$ cat src/common/types_pkg.sv
// RV32I + matrix extension decode types
package types_pkg;

    // widths with meaning
    typedef logic [31:0] word_t;
    typedef logic [4:0]  reg_idx_t;
    typedef logic [6:0]  opcode_t;
    typedef logic [2:0]  funct3_t;
    typedef logic [6:0]  funct7_t;

    typedef enum logic [3:0] {
        ALU_ADD  = 4'd0,
        ALU_SUB  = 4'd1,
        ALU_SLL  = 4'd2,
        ALU_SRL  = 4'd3,
        ALU_SRA  = 4'd4,
        ALU_AND  = 4'd5,
        ALU_OR   = 4'd6,
        ALU_XOR  = 4'd7,
        ALU_SLT  = 4'd8,
        ALU_SLTU = 4'd9
    } alu_op_t;

    // scalar opcodes
    localparam opcode_t RTYPE    = 7'b0110011;
    localparam opcode_t ITYPE    = 7'b0010011;
    localparam opcode_t ITYPE_LW = 7'b0000011;
    localparam opcode_t STYPE    = 7'b0100011;
    localparam opcode_t BTYPE    = 7'b1100011;
    localparam opcode_t JAL      = 7'b1101111;
    localparam opcode_t JALR     = 7'b1100111;
    localparam opcode_t LUI      = 7'b0110111;
    localparam opcode_t AUIPC    = 7'b0010111;
    localparam opcode_t HALT     = 7'b1111111;

    // matrix extension opcodes
    localparam opcode_t LD_M     = 7'b1000111;
    localparam opcode_t ST_M     = 7'b1010111;
    localparam opcode_t GEMM_M   = 7'b1110111;

    // r-type funct3
    localparam funct3_t ADD_SUB  = 3'h0;
    localparam funct3_t SLL      = 3'h1;
    localparam funct3_t SLT      = 3'h2;
    localparam funct3_t SLTU     = 3'h3;
    localparam funct3_t XOR      = 3'h4;
    localparam funct3_t SRL_SRA  = 3'h5;
    localparam funct3_t OR       = 3'h6;
    localparam funct3_t AND      = 3'h7;

    // i-type funct3
    localparam funct3_t ADDI      = 3'h0;
    localparam funct3_t SLLI      = 3'h1;
    localparam funct3_t SLTI      = 3'h2;
    localparam funct3_t SLTIU     = 3'h3;
    localparam funct3_t XORI      = 3'h4;
    localparam funct3_t SRLI_SRAI = 3'h5;
    localparam funct3_t ORI       = 3'h6;
    localparam funct3_t ANDI      = 3'h7;

    // only word loads and stores are supported
    localparam funct3_t LW_SW    = 3'h2;

    // branch funct3
    localparam funct3_t BEQ      = 3'h0;
    localparam funct3_t BNE      = 3'h1;
    localparam funct3_t BLT      = 3'h4;
    localparam funct3_t BGE      = 3'h5;
    localparam funct3_t BLTU     = 3'h6;
    localparam funct3_t BGEU     = 3'h7;

    localparam funct7_t SUB      = 7'h20;
    localparam funct7_t SRA      = 7'h20;

    // mem_type bits
    localparam int MEM_TO_REG = 0;
    localparam int MEM_READ   = 1;
    localparam int MEM_WRITE  = 2;

    // u_type bits
    localparam int U_LOAD = 0;
    localparam int U_ADD  = 1;

    // b_type one-hot bits
    localparam int B_BEQ  = 0;
    localparam int B_BNE  = 1;
    localparam int B_BLT  = 2;
    localparam int B_BGE  = 3;
    localparam int B_BLTU = 4;
    localparam int B_BGEU = 5;

    typedef struct packed {
        logic       hit;
        logic       reg_write;
        logic       i_flag;
        logic [2:0] mem_type;
        logic [5:0] b_type;
        logic [2:0] branch_type;
        logic       jal;
        logic       jalr;
        logic [1:0] u_type;
        alu_op_t    alu_op;
        word_t      imm;
        logic       halt;
    } scalar_ctrl_t;

    typedef struct packed {
        logic     hit;
        logic     ld_m;
        logic     st_m;
        logic     gemm;
        logic     i_flag;
        alu_op_t  alu_op;
        word_t    imm;
        reg_idx_t stride;
    } matrix_ctrl_t;

    // bundle handed to execute
    typedef struct packed {
        logic       reg_write;
        logic       i_flag;
        logic [2:0] mem_type;
        logic [5:0] b_type;
        logic [2:0] branch_type;
        logic       jal;
        logic       jalr;
        logic [1:0] u_type;
        alu_op_t    alu_op;
        word_t      imm;
        logic       halt;
        logic       ld_m;
        logic       st_m;
        logic       gemm;
        reg_idx_t   stride;
        logic       is_matrix;
        logic       illegal;
        reg_idx_t   rd;
        reg_idx_t   rs1;
        reg_idx_t   rs2;
    } decoded_t;

endpackage

$ cat src/control_unit/control_unit.sv
// scalar RV32I decoder
`timescale 1ns/1ns

module control_unit (
    input  types_pkg::word_t        instr,
    output types_pkg::scalar_ctrl_t ctrl
);

    import types_pkg::*;

    opcode_t op;
    funct3_t f3;
    funct7_t f7;

    assign op = instr[6:0];
    assign f3 = instr[14:12];
    assign f7 = instr[31:25];

    always_comb
    begin
        ctrl = '0;
        case (op)
            RTYPE:
            begin
                ctrl.hit       = 1'b1;
                ctrl.reg_write = 1'b1;
                case (f3)
                    ADD_SUB: ctrl.alu_op = (f7 == SUB) ? ALU_SUB : ALU_ADD;
                    SLL:     ctrl.alu_op = ALU_SLL;
                    SLT:     ctrl.alu_op = ALU_SLT;
                    SLTU:    ctrl.alu_op = ALU_SLTU;
                    XOR:     ctrl.alu_op = ALU_XOR;
                    SRL_SRA: ctrl.alu_op = (f7 == SRA) ? ALU_SRA : ALU_SRL;
                    OR:      ctrl.alu_op = ALU_OR;
                    AND:     ctrl.alu_op = ALU_AND;
                endcase
            end
            ITYPE:
            begin
                ctrl.hit       = 1'b1;
                ctrl.reg_write = 1'b1;
                ctrl.i_flag    = 1'b1;
                ctrl.imm       = {{20{instr[31]}}, instr[31:20]};
                case (f3)
                    ADDI:      ctrl.alu_op = ALU_ADD;
                    SLLI:      ctrl.alu_op = ALU_SLL;
                    SLTI:      ctrl.alu_op = ALU_SLT;
                    SLTIU:     ctrl.alu_op = ALU_SLTU;
                    XORI:      ctrl.alu_op = ALU_XOR;
                    SRLI_SRAI: ctrl.alu_op = (f7 == SRA) ? ALU_SRA : ALU_SRL;
                    ORI:       ctrl.alu_op = ALU_OR;
                    ANDI:      ctrl.alu_op = ALU_AND;
                endcase
            end
            ITYPE_LW:
            begin
                if (f3 == LW_SW)
                begin
                    ctrl.hit                  = 1'b1;
                    ctrl.reg_write            = 1'b1;
                    ctrl.i_flag               = 1'b1;
                    ctrl.imm                  = {{20{instr[31]}}, instr[31:20]};
                    ctrl.mem_type[MEM_TO_REG] = 1'b1;
                    ctrl.mem_type[MEM_READ]   = 1'b1;
                end
            end
            STYPE:
            begin
                if (f3 == LW_SW)
                begin
                    ctrl.hit                 = 1'b1;
                    ctrl.i_flag              = 1'b1;
                    ctrl.imm                 = {{20{instr[31]}}, instr[31:25], instr[11:7]};
                    ctrl.mem_type[MEM_WRITE] = 1'b1;
                end
            end
            BTYPE:
            begin
                ctrl.hit = 1'b1;
                ctrl.imm = {{19{instr[31]}}, instr[31], instr[7], instr[30:25],
                            instr[11:8], 1'b0};
                // signed compares go through subtract, unsigned through sltu
                case (f3)
                    BEQ:  begin ctrl.b_type[B_BEQ]  = 1'b1; ctrl.branch_type = 3'd1; end
                    BNE:  begin ctrl.b_type[B_BNE]  = 1'b1; ctrl.branch_type = 3'd2; end
                    BLT:  begin ctrl.b_type[B_BLT]  = 1'b1; ctrl.branch_type = 3'd3; end
                    BGE:  begin ctrl.b_type[B_BGE]  = 1'b1; ctrl.branch_type = 3'd4; end
                    BLTU: begin ctrl.b_type[B_BLTU] = 1'b1; ctrl.branch_type = 3'd5; end
                    BGEU: begin ctrl.b_type[B_BGEU] = 1'b1; ctrl.branch_type = 3'd6; end
                    default: ctrl.branch_type = 3'd0;
                endcase
                ctrl.alu_op = (f3 == BLTU || f3 == BGEU) ? ALU_SLTU : ALU_SUB;
            end
            JAL:
            begin
                ctrl.hit       = 1'b1;
                ctrl.reg_write = 1'b1;
                ctrl.i_flag    = 1'b1;
                ctrl.jal       = 1'b1;
                ctrl.imm       = {{11{instr[31]}}, instr[31], instr[19:12], instr[20],
                                  instr[30:21], 1'b0};
            end
            JALR:
            begin
                ctrl.hit       = 1'b1;
                ctrl.reg_write = 1'b1;
                ctrl.i_flag    = 1'b1;
                ctrl.jalr      = 1'b1;
                ctrl.imm       = {{20{instr[31]}}, instr[31:20]};
            end
            LUI:
            begin
                ctrl.hit            = 1'b1;
                ctrl.reg_write      = 1'b1;
                ctrl.u_type[U_LOAD] = 1'b1;
                ctrl.imm            = {instr[31:12], 12'b0};
            end
            AUIPC:
            begin
                ctrl.hit           = 1'b1;
                ctrl.reg_write     = 1'b1;
                ctrl.u_type[U_ADD] = 1'b1;
                ctrl.imm           = {instr[31:12], 12'b0};
            end
            HALT:
            begin
                ctrl.hit  = 1'b1;
                ctrl.halt = 1'b1;
            end
            default: ctrl.hit = 1'b0;
        endcase
    end

endmodule

$ cat src/control_unit/matrix_decoder.sv
// matrix extension decoder
`timescale 1ns/1ns

module matrix_decoder (
    input  types_pkg::word_t        instr,
    output types_pkg::matrix_ctrl_t ctrl
);

    import types_pkg::*;

    opcode_t op;

    assign op = instr[6:0];

    always_comb
    begin
        ctrl = '0;
        case (op)
            LD_M,
            ST_M:
            begin
                ctrl.hit    = 1'b1;
                ctrl.ld_m   = (op == LD_M);
                ctrl.st_m   = (op == ST_M);
                // base + imm address with the stride taken from a register
                ctrl.i_flag = 1'b1;
                ctrl.alu_op = ALU_ADD;
                ctrl.imm    = {{21{instr[17]}}, instr[17:7]};
                ctrl.stride = instr[22:18];
            end
            GEMM_M:
            begin
                // md = ma * mb + mc on operands held in the matrix unit
                ctrl.hit  = 1'b1;
                ctrl.gemm = 1'b1;
            end
            default: ctrl.hit = 1'b0;
        endcase
    end

endmodule

$ cat src/decode_stage.sv
// decode merge and output register
`timescale 1ns/1ns

module decode_stage (
    input  logic                    CLK,
    input  logic                    rst_n,
    input  logic                    in_valid,
    output logic                    in_ready,
    input  types_pkg::word_t        in_instr,
    input  types_pkg::scalar_ctrl_t sc,
    input  types_pkg::matrix_ctrl_t mx,
    output logic                    out_valid,
    input  logic                    out_ready,
    output types_pkg::decoded_t     out_dec,
    output logic                    halted
);

    import types_pkg::*;

    decoded_t dec_nxt;
    decoded_t dec_q;
    logic     valid_q;
    logic     halted_q;
    logic     accept;

    always_comb
    begin
        dec_nxt     = '0;
        dec_nxt.rd  = in_instr[11:7];
        dec_nxt.rs1 = in_instr[19:15];
        dec_nxt.rs2 = in_instr[24:20];
        if (mx.hit)
        begin
            dec_nxt.is_matrix = 1'b1;
            dec_nxt.ld_m      = mx.ld_m;
            dec_nxt.st_m      = mx.st_m;
            dec_nxt.gemm      = mx.gemm;
            dec_nxt.i_flag    = mx.i_flag;
            dec_nxt.alu_op    = mx.alu_op;
            dec_nxt.imm       = mx.imm;
            dec_nxt.stride    = mx.stride;
        end
        else if (sc.hit)
        begin
            dec_nxt.reg_write   = sc.reg_write;
            dec_nxt.i_flag      = sc.i_flag;
            dec_nxt.mem_type    = sc.mem_type;
            dec_nxt.b_type      = sc.b_type;
            dec_nxt.branch_type = sc.branch_type;
            dec_nxt.jal         = sc.jal;
            dec_nxt.jalr        = sc.jalr;
            dec_nxt.u_type      = sc.u_type;
            dec_nxt.alu_op      = sc.alu_op;
            dec_nxt.imm         = sc.imm;
            dec_nxt.halt        = sc.halt;
        end
        else
        begin
            dec_nxt.illegal = 1'b1;
        end
    end

    // a held halt blocks input so nothing slips in behind it
    assign in_ready = !halted_q && (!valid_q || (out_ready && !dec_q.halt));
    assign accept   = in_valid && in_ready;

    always_ff @(posedge CLK or negedge rst_n)
    begin
        if (!rst_n)
        begin
            valid_q  <= 1'b0;
            halted_q <= 1'b0;
        end
        else
        begin
            if (accept)
                valid_q <= 1'b1;
            else if (out_ready)
                valid_q <= 1'b0;
            if (valid_q && out_ready && dec_q.halt)
                halted_q <= 1'b1;
        end
    end

    always_ff @(posedge CLK)
    begin
        if (accept)
            dec_q <= dec_nxt;
    end

    assign out_valid = valid_q;
    assign out_dec   = dec_q;
    assign halted    = halted_q;

endmodule

$ cat src/decode_top.sv
// decode stage top level
`timescale 1ns/1ns

module decode_top (
    input  logic                CLK,
    input  logic                rst_n,
    input  logic                in_valid,
    output logic                in_ready,
    input  types_pkg::word_t    in_instr,
    output logic                out_valid,
    input  logic                out_ready,
    output types_pkg::decoded_t out_dec,
    output logic                halted
);

    import types_pkg::*;

    scalar_ctrl_t sc;
    matrix_ctrl_t mx;

    // both decoders see the raw word in parallel
    control_unit i_control_unit (
        .instr (in_instr),
        .ctrl  (sc)
    );

    matrix_decoder i_matrix_decoder (
        .instr (in_instr),
        .ctrl  (mx)
    );

    decode_stage i_decode_stage (
        .CLK       (CLK),
        .rst_n     (rst_n),
        .in_valid  (in_valid),
        .in_ready  (in_ready),
        .in_instr  (in_instr),
        .sc        (sc),
        .mx        (mx),
        .out_valid (out_valid),
        .out_ready (out_ready),
        .out_dec   (out_dec),
        .halted    (halted)
    );

endmodule

$ cat config.mk
export PLATFORM = sky130hd
export DESIGN_NAME = decode_top
export DESIGN_NICKNAME = d
export VERILOG_FILES = /design/src/common/types_pkg.sv /design/src/control_unit/control_unit.sv /design/src/control_unit/matrix_decoder.sv /design/src/decode_stage.sv /design/src/decode_top.sv
export SDC_FILE = /design/constraint.sdc
export NUM_CORES = 1
export LEC_CHECK = 0
export BUFFER_PORTS_ARGS = -buffer_cell sky130_fd_sc_hd__buf_2
export CORE_MARGIN = 4
export CORE_UTILIZATION = 45
export CTS_BUF_LIST = sky130_fd_sc_hd__clkbuf_8
export DETAILED_ROUTE_END_ITERATION = 8
export PLACE_DENSITY = 0.7
export SYNTH_ARGS = -nofsm -noshare
export SYNTH_HDL_FRONTEND = slang
export SYNTH_HIERARCHICAL = 1
export SYNTH_SLANG_ARGS = --single-unit
$ cat constraint.sdc
create_clock -name CLK -period 5.45 [get_ports CLK]
set_input_delay 0.2725 -clock CLK [delete_from_list [all_inputs] [get_ports CLK]]
set_output_delay 0.2725 -clock CLK [all_outputs]
set_load 0.005 [all_outputs]
==> results.md, run 1 <==
* I/O Pins at 119
* Total negative slack at 0 ns
* Post-DP HPWL at 6919 um
* Fin nets at around 480
* Root buffer cell: clkbuf_8
* Antenna violations before repair at 0
* 1st-pass router iterations at 4
* Share of the synthesized area in the top cell type at 0.5320
* Rows at 36
* Post-synthesis cell area at 4516 um2
* Die area at 11700 um2
* H-tree levels at 3
* Clock-pin slew on the worst setup and hold paths at approximately 0.090 ns
* Die width at 108.2 um
* Worst flop-to-flop path endpoint: i_decode_stage/out_dec[6]
* Layout Utilization at 0.5205
* Max FO, Critical Path at 54
* Post-DR vias/cell at 5.415
* Power density over the cells at between 200 and 300 nW/um2
* Crit path required time at 5.65 ns
* Worst slew margin at 0.2289
* Final setup fails at 0
* Antenna cells at 0
* Reg-to-Reg Start: i_decode_stage/out_dec[25]
* Area delta synth->final at 12.66%
* Largest net degree at the start of global routing at 55
* Top cell type by total area after synthesis: edfxtp_1
* Number of remaining DRC errors at 0
* Tightest Pin Transition at about 1.1 ns
* Die H at 108.2 um
* Worst Path Arrival at around 3.0 ns
* Main synth FF type: edfxtp_1
* CP Launch Type: input port
* Post_cts resized at 0
* Post-synth top cells: 80 x edfxtp_1, 51 x a22o_1, 36 x and2_1, 32 x buf_4
* RSZ-0062 raised after global routing: false
* Critical Path End Type: register
* Layout Cells excl Fill at 585
* Total CTS buffers at 9
* Worst Skew at 0.006218 ns
* Maximum clock insertion buffer count at 2
* Placed cells at 568
* Clock sink count at around 80
* Static leakage at ~2.1 nW
* Core Box Area at 9774 um2
* Most numerous cell in the Yosys netlist: edfxtp_1
* Unique masters post-synth at slightly below 50
* Largest cells by area after synthesis: edfxtp_1 53%, a22o_1 9.9%, buf_4 5.3%
* Mapped Avg Cell Area at 12.34 um2
* EDFF count, synth at 80
* Peak VDD IR at 0.1187 mV
* #FFs+latches synth at between 80 and 90
* IO buf count at 118
* Layout cell share with drive strength beyond 1 at 0.3562
* Initial Util at 0.4620
* Vias at 3168
* Hold depth at 1
* CP startpoint: in_instr[5]
* Capture point of the worst path: i_decode_stage/out_dec[37]
* Initial drt markers at 231
* CTS tree: built
* Slew Viols, Final at 0
* Fin. Hold Viols at 0
* GP Congestion at between 0.9 and 1
* Total power at 1.305 mW
* Seq/Total Area, Yosys at 0.5431
* R2r worst-path depth at 3
* Routed Antenna Nets at 0
* All-layer global routing usage at 0.1760
* Max-cap violations at 0
* FF-to-FF setup slack at 2.94 ns
* Gate Count Post-Synth at 366
* Post-synth ARST share at 0.02439
* Worst hold slack at 0.1430 ns
* Worst Hold Class: in2reg
* First-pass GRT wire length at 15810 um
* Number of global-route vias before repair at 3009
* Drt wl/cell at 17.57 um
* Final min period at 2.801 ns
* Fmax at 357.0 MHz
* Fin crit share at 0.5140
* Critical path class: in2reg
* Yosys warning total at 6
* Grt total ovfl at 0
* Post-Route WL at 10280 um
* Clk Latency, worst-skew pair at 0.34 ns
* Outcome: completed
layout by cell type, fill, tap and decap left out, types with 3 or more instances in the layout:
| master | synthesis | routed |
|---|---|---|
| nand2_1 | 10 | 10 |
| nor4_2 | 13 | 12 |
| edfxtp_1 | 80 | 80 |
| conb_1 | 1 | 4 |
| nor4_4 | 3 | 4 |
| and2_1 | 36 | 36 |
| clkbuf_8 | 0 | 9 |
| a22o_1 | 51 | 51 |
| a21oi_1 | 7 | 6 |
| nand2b_1 | 6 | 6 |
| nor2b_1 | 3 | 3 |
| nor2_1 | 18 | 18 |
| or3_1 | 4 | 4 |
| buf_2 | 7 | 118 |
| buf_4 | 32 | 3 |
| inv_1 | 18 | 20 |
| a21o_1 | 12 | 12 |
| nor3_1 | 8 | 8 |
| nor4_1 | 4 | 4 |
critical path, stage by stage:
cell and delay [ns]:
buf_2 0.61, nor2b_1 0.30, nand2_1 0.12, nor2_1 0.28, or4_1 0.21, nor2b_4 0.90, a22o_1 0.25
repair_timing:
action | CTS | global route
hold buffers | 1 | 0
buffers inserted | 0 | 0
endpoints found under the hold margin | 2 | 0
where the power goes:
group | switching, mW | leakage (nW) | total (mW) | internal, mW
Clock | 0.211 | 0.0894 | 0.372 | 0.161
Combinational | 0.110 | 1.20 | 0.169 | 0.0590
Sequential | 0.0168 | 0.771 | 0.764 | 0.748
Total | 0.338 | 2.06 | 1.31 | 0.967
metal layers:
layer	GRT usage	vias up	wire, um	share of wire
li1	-	1494	-	-
met4	0.05951	0	154	0.015
met3	0.03224	14	660	0.064
met5	0	-	0	0
met1	0.2442	1546	4607	0.45
met2	0.2798	114	4854	0.47
sequential cells by signal, summed over array words and instances (netlist names):
register	cells
i_decode_stage/out_valid	1
i_decode_stage/out_dec	80
i_decode_stage/halted	1
cells by family after synthesis:
group / Yosys count / share of synthesized area
AOI/OAI and AO/OA: 86 / 0.1552
xor gates and xnor gates: 1 / 0.001940
buffers and inverters: 73 / 0.1075
DFF: 82 / 0.5431
muxes: 1 / 0.002217
other: 1 / 0.0008305
and+or+nand+nor: 122 / 0.1893
how the worst min path moves through the flow:
stage | endpoint | slack [ns] | start
2_1_floorplan | i_decode_stage/halted | -0.02 | rst_n
3_3_place_gp | i_decode_stage/halted | 0.06 | rst_n
3_5_place_dp | i_decode_stage/out_valid | 0.06 | rst_n
4_1_cts | i_decode_stage/out_dec[14] | 0.13 | in_instr[11]
5_1_grt | i_decode_stage/out_dec[14] | 0.13 | in_instr[11]
6_report | i_decode_stage/out_dec[14] | 0.14 | in_instr[11]
layout make-up:
cell class | instances | area (um2)
inverters | 18 | 67.56
clock buffers | 9 | 123.9
clock inverters | 7 | 37.54
well taps | 133 | 166.4
repair buffers | 122 | 623.1
multi-input cells | 214 | 1617
flip-flops and latches | 82 | 2452
fillers | 848 | 4687
metrics by stage:
| stage | setup slack, ns | cell area [um2] |
|---|---|---|
| global placement | 2.515 | 4916 |
| finish | 2.649 | 5087 |
| global route | 2.398 | 5087 |
| CTS | 2.690 | 5087 |
| floorplan | 0.4347 | 4527 |
| detailed placement | 2.357 | 4916 |
Note: power is estimated with default switching activity, not from simulation.
==> inputs of run 2 (changes only) <==
--- a/config.mk
+++ b/config.mk
@@ -5,12 +5,13 @@
 export SDC_FILE = /design/constraint.sdc
 export NUM_CORES = 1
 export LEC_CHECK = 0
+export ABC_AREA = 1
 export BUFFER_PORTS_ARGS = -buffer_cell sky130_fd_sc_hd__buf_2
 export CORE_MARGIN = 4
 export CORE_UTILIZATION = 45
 export CTS_BUF_LIST = sky130_fd_sc_hd__clkbuf_8
 export DETAILED_ROUTE_END_ITERATION = 8
-export PLACE_DENSITY = 0.7
+export PLACE_DENSITY = 0.71
 export SYNTH_ARGS = -nofsm -noshare
 export SYNTH_HDL_FRONTEND = slang
 export SYNTH_HIERARCHICAL = 1
==> constraint.sdc (replaced) <==
create_clock -name CLK -period 2.3 [get_ports CLK]
set_input_delay 0.115 -clock CLK [delete_from_list [all_inputs] [get_ports CLK]]
set_output_delay 0.115 -clock CLK [all_outputs]
set_load 0.005 [all_outputs]
==> run 2 against run 1 <==
- combinational power up 32%
- synthesized cell count up 73%
- total power up 130%
- area after synthesis up 15%
- clock power rose to 3.0 times the previous value
- core utilization down 0.19 points
- design area up 16%
- non-clock buffer count up 13
- setup slack worse by 1.9 ns
- sequential cell count unchanged
- largest cell class unchanged
==> results.md, run 2 <==
* Outcome: completed
* Worst Path Arrival at 1.59 ns
* Number of remaining DRC errors at 0
* Gate Count Post-Synth at 635
* GP Congestion at approximately 0.94
* Total CTS buffers at 9
* Core Box Area at roughly 11000 um2
* Fmax at 633.3 MHz
* Unique masters post-synth at 29
* Hold depth at 1
* Power density over the cells at 502.0 nW/um2
* Routed Antenna Nets at 0
* Tightest Pin Transition at 0.7091 ns
* Buf/Inv on CP at 1
* Worst Skew at just over 0.008 ns
* Met2 wire len at 5942 um
* Yosys warning total at 6
* Seq/Total Area, Yosys at 0.4709
* Largest register FFs at 80
* # Post-CTS Setup Buffers at 0
* Fin nets at about 760
* #FFs+latches synth at 82
* Max FO, Critical Path at 80
* RSZ-0062 raised after global routing: false
* Static leakage at between 2 and 3 nW
* Drt wl/cell at ~15 um
* Root buffer cell: clkbuf_8
* Top cell type by total area after synthesis: edfxtp_1
* Post-place instance area at 5577 um2
* CP Launch Type: register
* Critical Path End Type: register
* Max Used Layer: met4
* Worst Hold Class: in2reg
* Initial Util at 0.4580
* Most frequent cells in the layout: 197 x nand2_1, 118 x buf_2, 88 x inv_1, 80 x edfxtp_1, 66 x nor2_1
* Share of the synthesized area in the top cell type at 0.4613
* Post-synthesis cell area at 5207 um2
* Post-synth top cells: 197 x nand2_1, 87 x inv_1, 80 x edfxtp_1, 67 x nor2_1, 54 x nand3_1
* Total negative slack at 0 ns
* Fin crit share at 0.6866
* Max-cap violations at 0
* R2r worst-path depth at 4
* Grt total ovfl at 0
* Design area at 5896 um2
* Final setup fails at 0
* Worst flop-to-flop path endpoint: i_decode_stage/out_dec[57]
* Main synth FF type: edfxtp_1
* Die width at 115.6 um
* Peak VDD IR at 0.2654 mV
* Die area at ~13000 um2
* Antenna cells at 0
* Vias at 4279
* Maximum clock insertion buffer count at 2
* Fin. Hold Viols at 0
* Largest cells by area after synthesis: edfxtp_1 46%, nand2_1 14%, inv_1 6.3%
* Post-Route WL at 12760 um
* Clk Latency, worst-skew pair at 0.36 ns
* CP delay by family, top: flip-flops
* Number of global-route vias before repair at ~3.9k
* Rows at 39
* Reg-to-Reg Start: i_decode_stage/out_dec[25]
* Hold Path End: i_decode_stage/out_dec[4]
* Die H at 115.6 um
* Layout cell share with drive strength beyond 1 at 0.2469
* Slew Viols, Final at 0
* H-tree levels at 3
* First-pass GRT wire length at 19880 um
* 1st-pass router iterations at 5
* Clock sink count at 82
* Leading cell type in the layout, fill and taps excluded: nand2_1
* Post-synth ARST share at 0.02439
* Post-DP HPWL at 8973 um
* Slowest cell on crit path: edfxtp_1
* Final min period at between 1.5 and 2 ns
* Clock-pin slew on the worst setup and hold paths at 0.08 ns
* Max incr delay on CP at 0.41 ns
* IO buf count at 118
* Initial drt markers at roughly 350
* EDFF count, synth at 80
* Worst path cell trace: nand2_1, nand3_1, nor2_4, buf_12
* CTS tree: built
* All-layer global routing usage at 0.1913
* Mapped Avg Cell Area at 8.201 um2
* Largest net degree at the start of global routing at 81
* FF-to-FF setup slack at around 0.72 ns
* I/O Pins at 119
* Worst slew margin at 0.5255
* Critical path class: reg2reg
* Post-Route M1 WL at between 5000 and 6000 um
* Routed met3 length at 977 um
* Antenna violations before repair at 0
* Area delta synth->final at 13.21%
* Hold path start: in_instr[24]
* Post-DR vias/cell at ~4.9
* Crit path required time at around 2.3 ns
* Most numerous cell in the Yosys netlist: nand2_1
## run 2: cell types whose count changed in the layout (fill, tap and decap cells not counted), sizes merged, moves of 9 or more
| cell | delta |
|---|---|
| nor2 | +69 |
| nand2 | +198 |
| nor4 | -20 |
| a21o | -12 |
| nand3 | +54 |
| nand4 | +23 |
| dlygate4sd3 | +10 |
| a22o | -51 |
| nand3b | +9 |
| and2 | -36 |
| inv | +75 |
## run 2: worst max path at each step
stage | depth (start not counted) | start | end
3_5_place_dp | 11 | in_instr[14] | i_decode_stage/out_dec[57]
5_1_grt | 7 | in_instr[5] | i_decode_stage/out_dec[64]
2_1_floorplan | 3 | i_decode_stage/out_dec[25] | i_decode_stage/out_dec[0]
6_report | 4 | i_decode_stage/out_dec[25] | i_decode_stage/out_dec[57]
4_1_cts | 4 | i_decode_stage/out_dec[25] | i_decode_stage/out_dec[20]
3_3_place_gp | 11 | in_instr[14] | i_decode_stage/out_dec[34]
## run 2: power breakdown
group          total [mW]         switching [mW]  internal [mW]
combinational       0.223                  0.154         0.0685
sequential           1.62  0.0000000000000000281           1.62
clock                1.12                  0.520          0.600
## run 2: cells by family after synthesis
family          share of synthesized area
other cells                     0.0007201
simple gates                       0.3549
compound gates                    0.01274
buf+inv                            0.1607
flops                              0.4709
## run 2: final cells by class
cell class | count | area, um2
inverters | 96 | 360.3
clock buffers | 9 | 123.9
flip-flops and latches | 82 | 2452
clock inverters | 7 | 85.08
repair buffers | 135 | 758.2
multi-input cells | 404 | 1937
well taps | 143 | 178.9
fillers | 1103 | 5474
## run 2: timing repair
action                    in CTS  in global routing
hold endpoints to repair      12                  0
hold buffers                  11                  0
resized for setup              0                  0
## run 2: per-layer routing
layer / track usage / vias to the layer above
met4: 0.05634 / 0
met1: 0.2623 / 1961
met3: 0.05013 / 13
met2: 0.3002 / 152
li1: - / 2153
met5: 0 / -
## run 2: worst register-to-register path: cells and delay by family, from the launching register on
kind | cells | cell delay [ns]
and+or+nand+nor | 3 | 0.40
buffers and inverters | 1 | 0.36
DFF | 1 | 0.41
## run 2: metrics by stage
| step | setup slack [ns] | std cells | power, mW | hold slack [ns] | util |
|---|---|---|---|---|---|
| final | 0.7209 | 876 | 2.960 | 0.02013 | 0.5185 |
| after global routing | 0.6370 | 876 | 3.095 | 0.01362 | 0.5185 |
| after CTS | 0.7283 | 876 | 2.986 | 0.01993 | 0.5185 |
| after detailed placement | 0.4640 | 849 | 1.856 | -0.09176 | 0.4905 |
| after global placement | 0.5023 | 849 | 1.851 | -0.1007 | 0.4905 |
| after floorplan | 0.06052 | 638 | 1.785 | -0.1806 | - |
==> inputs of run 3 (changes only) <==
==> constraint.sdc (replaced) <==
create_clock -name CLK -period 1.4 [get_ports CLK]
set_input_delay 0.07 -clock CLK [delete_from_list [all_inputs] [get_ports CLK]]
set_output_delay 0.07 -clock CLK [all_outputs]
set_load 0.005 [all_outputs]
==> run 3 against run 2 <==
- hold slack gained 0.012 ns
- cell count grew 7.1%
- die area unchanged
- register-to-register slack worse by 0.70 ns
- sequential power grew 64%
- combinational power up 100%
- non-clock buffer count rose by 62
- clock skew increased by 0.0019 ns
- global-route usage increased by 1.5 points
- first-iteration DRC count is 8.1% lower
- largest power group unchanged
- highest routed layer unchanged
==> results.md, run 3 (synthesis gave the netlist of run 2 again) <==
* Worst Hold Class: in2reg
* Placed cells at 898
* Fin crit share at 0.9874
* Fin nets at roughly 830
* GP Congestion at 0.8945
* Antenna cells at 0
* Vias at 4512
* Peak VDD IR at 0.5203 mV
* Worst flop-to-flop path endpoint: i_decode_stage/out_dec[68]
* Power density over the cells at 727.4 nW/um2
* Final min period at 1.382 ns
* Post-DR vias/cell at 4.810
* Post-Route WL at 13480 um
* CP Launch Type: register
* Post-DP HPWL at 9869 um
* Fin. Hold Viols at 0
* Worst hold slack at 0.03183 ns
* H-tree levels at 3
* Clock-pin slew on the worst setup and hold paths at 0.08 ns
* Clock sink count at 82
* Largest register FFs at 80
* Clk Latency, worst-skew pair at 0.38 ns
* R2r worst-path depth at 5
* Fmax at 723.4 MHz
* Layout Utilization at 0.5783
* Initial Util at 0.4580
* Grt total ovfl at 0
* Die H at 115.6 um
* Layout Cells excl Fill at 938
* Worst Skew at 0.009968 ns
* Largest net degree at the start of global routing at 50
* Core Box Area at between 10000 and 15000 um2
* All-layer global routing usage at 0.2061
* 1st-pass router iterations at 5
* Hold Path End: i_decode_stage/out_valid
* Post-place instance area at 6065 um2
* Area of the multi-input gates at 1962 um2
* Leading cell type in the layout, fill and taps excluded: nand2_1
* Die area at 13360 um2
* Critical Path End Type: register
* Total negative slack at 0 ns
* IO buf count at 118
* Critical path class: reg2reg
* Final setup fails at 0
* Rows at 39
* Antenna violations before repair at 0
* Slew Viols, Final at 0
* Hold depth at 3
* Area delta synth->final at 26.26%
* Root buffer cell: clkbuf_8
* FF-to-FF setup slack at 0.02 ns
* CTS tree: built
* FF/Latch Area at 2452 um2
* Worst Path Arrival at 1.48 ns
* Fill cells at about 1.1k
* Hold path start: in_valid
* Max-cap violations at 0
* I/O Pins at ~120
* Routed Antenna Nets at 0
* Initial drt markers at approximately 320
* Most frequent cells in the layout: 195 x nand2_1, 118 x buf_2, 90 x inv_1, 80 x edfxtp_1, 65 x nor2_1
* Design area at roughly 6600 um2
* Maximum clock insertion buffer count at 2
* Reg-to-Reg Start: i_decode_stage/out_valid
* Layout cell share with drive strength beyond 1 at 0.3019
* Die width at about 120 um
* Number of remaining DRC errors at 0
* First-pass GRT wire length at ~21000 um
* Drt wl/cell at 14.37 um
* Max FO, Critical Path at 15
* Outcome: completed
* Total CTS buffers at 9
* Crit path required time at 1.49 ns
* Number of global-route vias before repair at between 4k and 5k
* Static leakage at 2.983 nW
run 3: how the worst max path moves through the flow:
stage,start,to,slack [ns]
after floorplan,i_decode_stage/out_dec[25],i_decode_stage/out_dec[0],-0.82
after global placement,in_instr[3],i_decode_stage/out_dec[26],-0.29
after detailed placement,in_instr[3],i_decode_stage/out_dec[26],-0.34
after CTS,i_decode_stage/out_dec[25],i_decode_stage/out_dec[14],-0.01
after global routing,i_decode_stage/out_valid,i_decode_stage/out_dec[16],-0.02
final,i_decode_stage/out_valid,i_decode_stage/out_dec[68],0.02
run 3: cell type report:
| class | count | share of cell area |
|---|---|---|
| sequential | 82 | 0.3730 |
| multi-input combinational | 404 | 0.2984 |
| timing repair buffer | 197 | 0.2181 |
| inverter | 96 | 0.05480 |
| tap | 143 | 0.02721 |
| clock buffer | 9 | 0.01884 |
| clock inverter | 7 | 0.009705 |
run 3: repair_timing:
action	in CTS	in global routing
setup buffers	0	2
setup endpoints to repair	49	89
gates cloned	0	4
pin swaps	1	1
hold buffers	18	0
resized for setup	2	4
endpoints found under the hold margin	18	0
run 3: metrics by stage:
step | power (mW) | setup slack, ns
global placement | 3.118 | -0.2947
floorplan | 2.932 | -0.8187
global route | 4.999 | -0.02246
detailed placement | 3.124 | -0.3395
CTS | 4.822 | -0.01214
finish | 4.783 | 0.01767
run 3: per-layer routing:
layer	global-route usage	vias to the layer above	wire [um]	share of wire
met1	0.2815	2053	5924	0.44
met2	0.3248	160	6382	0.47
met4	0.07512	0	212	0.016
li1	-	2284	-	-
met5	0	-	0	0
met3	0.04386	15	959	0.071
run 3: critical path, cell delays in order, from the launching register on:
cell,delay (ns)
dfrtp_1,0.43
nand2_2,0.13
nand3_4,0.09
nor2_4,0.11
buf_12,0.16
clkbuf_16,0.18
run 3: report_power, final:
part | internal, mW | switching [mW] | total [mW] | leakage, nW
Sequential | 2.66 | 0.0000000000000000908 | 2.66 | 0.610
Combinational | 0.184 | 0.272 | 0.457 | 2.28
Clock | 0.804 | 0.866 | 1.67 | 0.0953
Total | 3.64 | 1.14 | 4.78 | 2.98
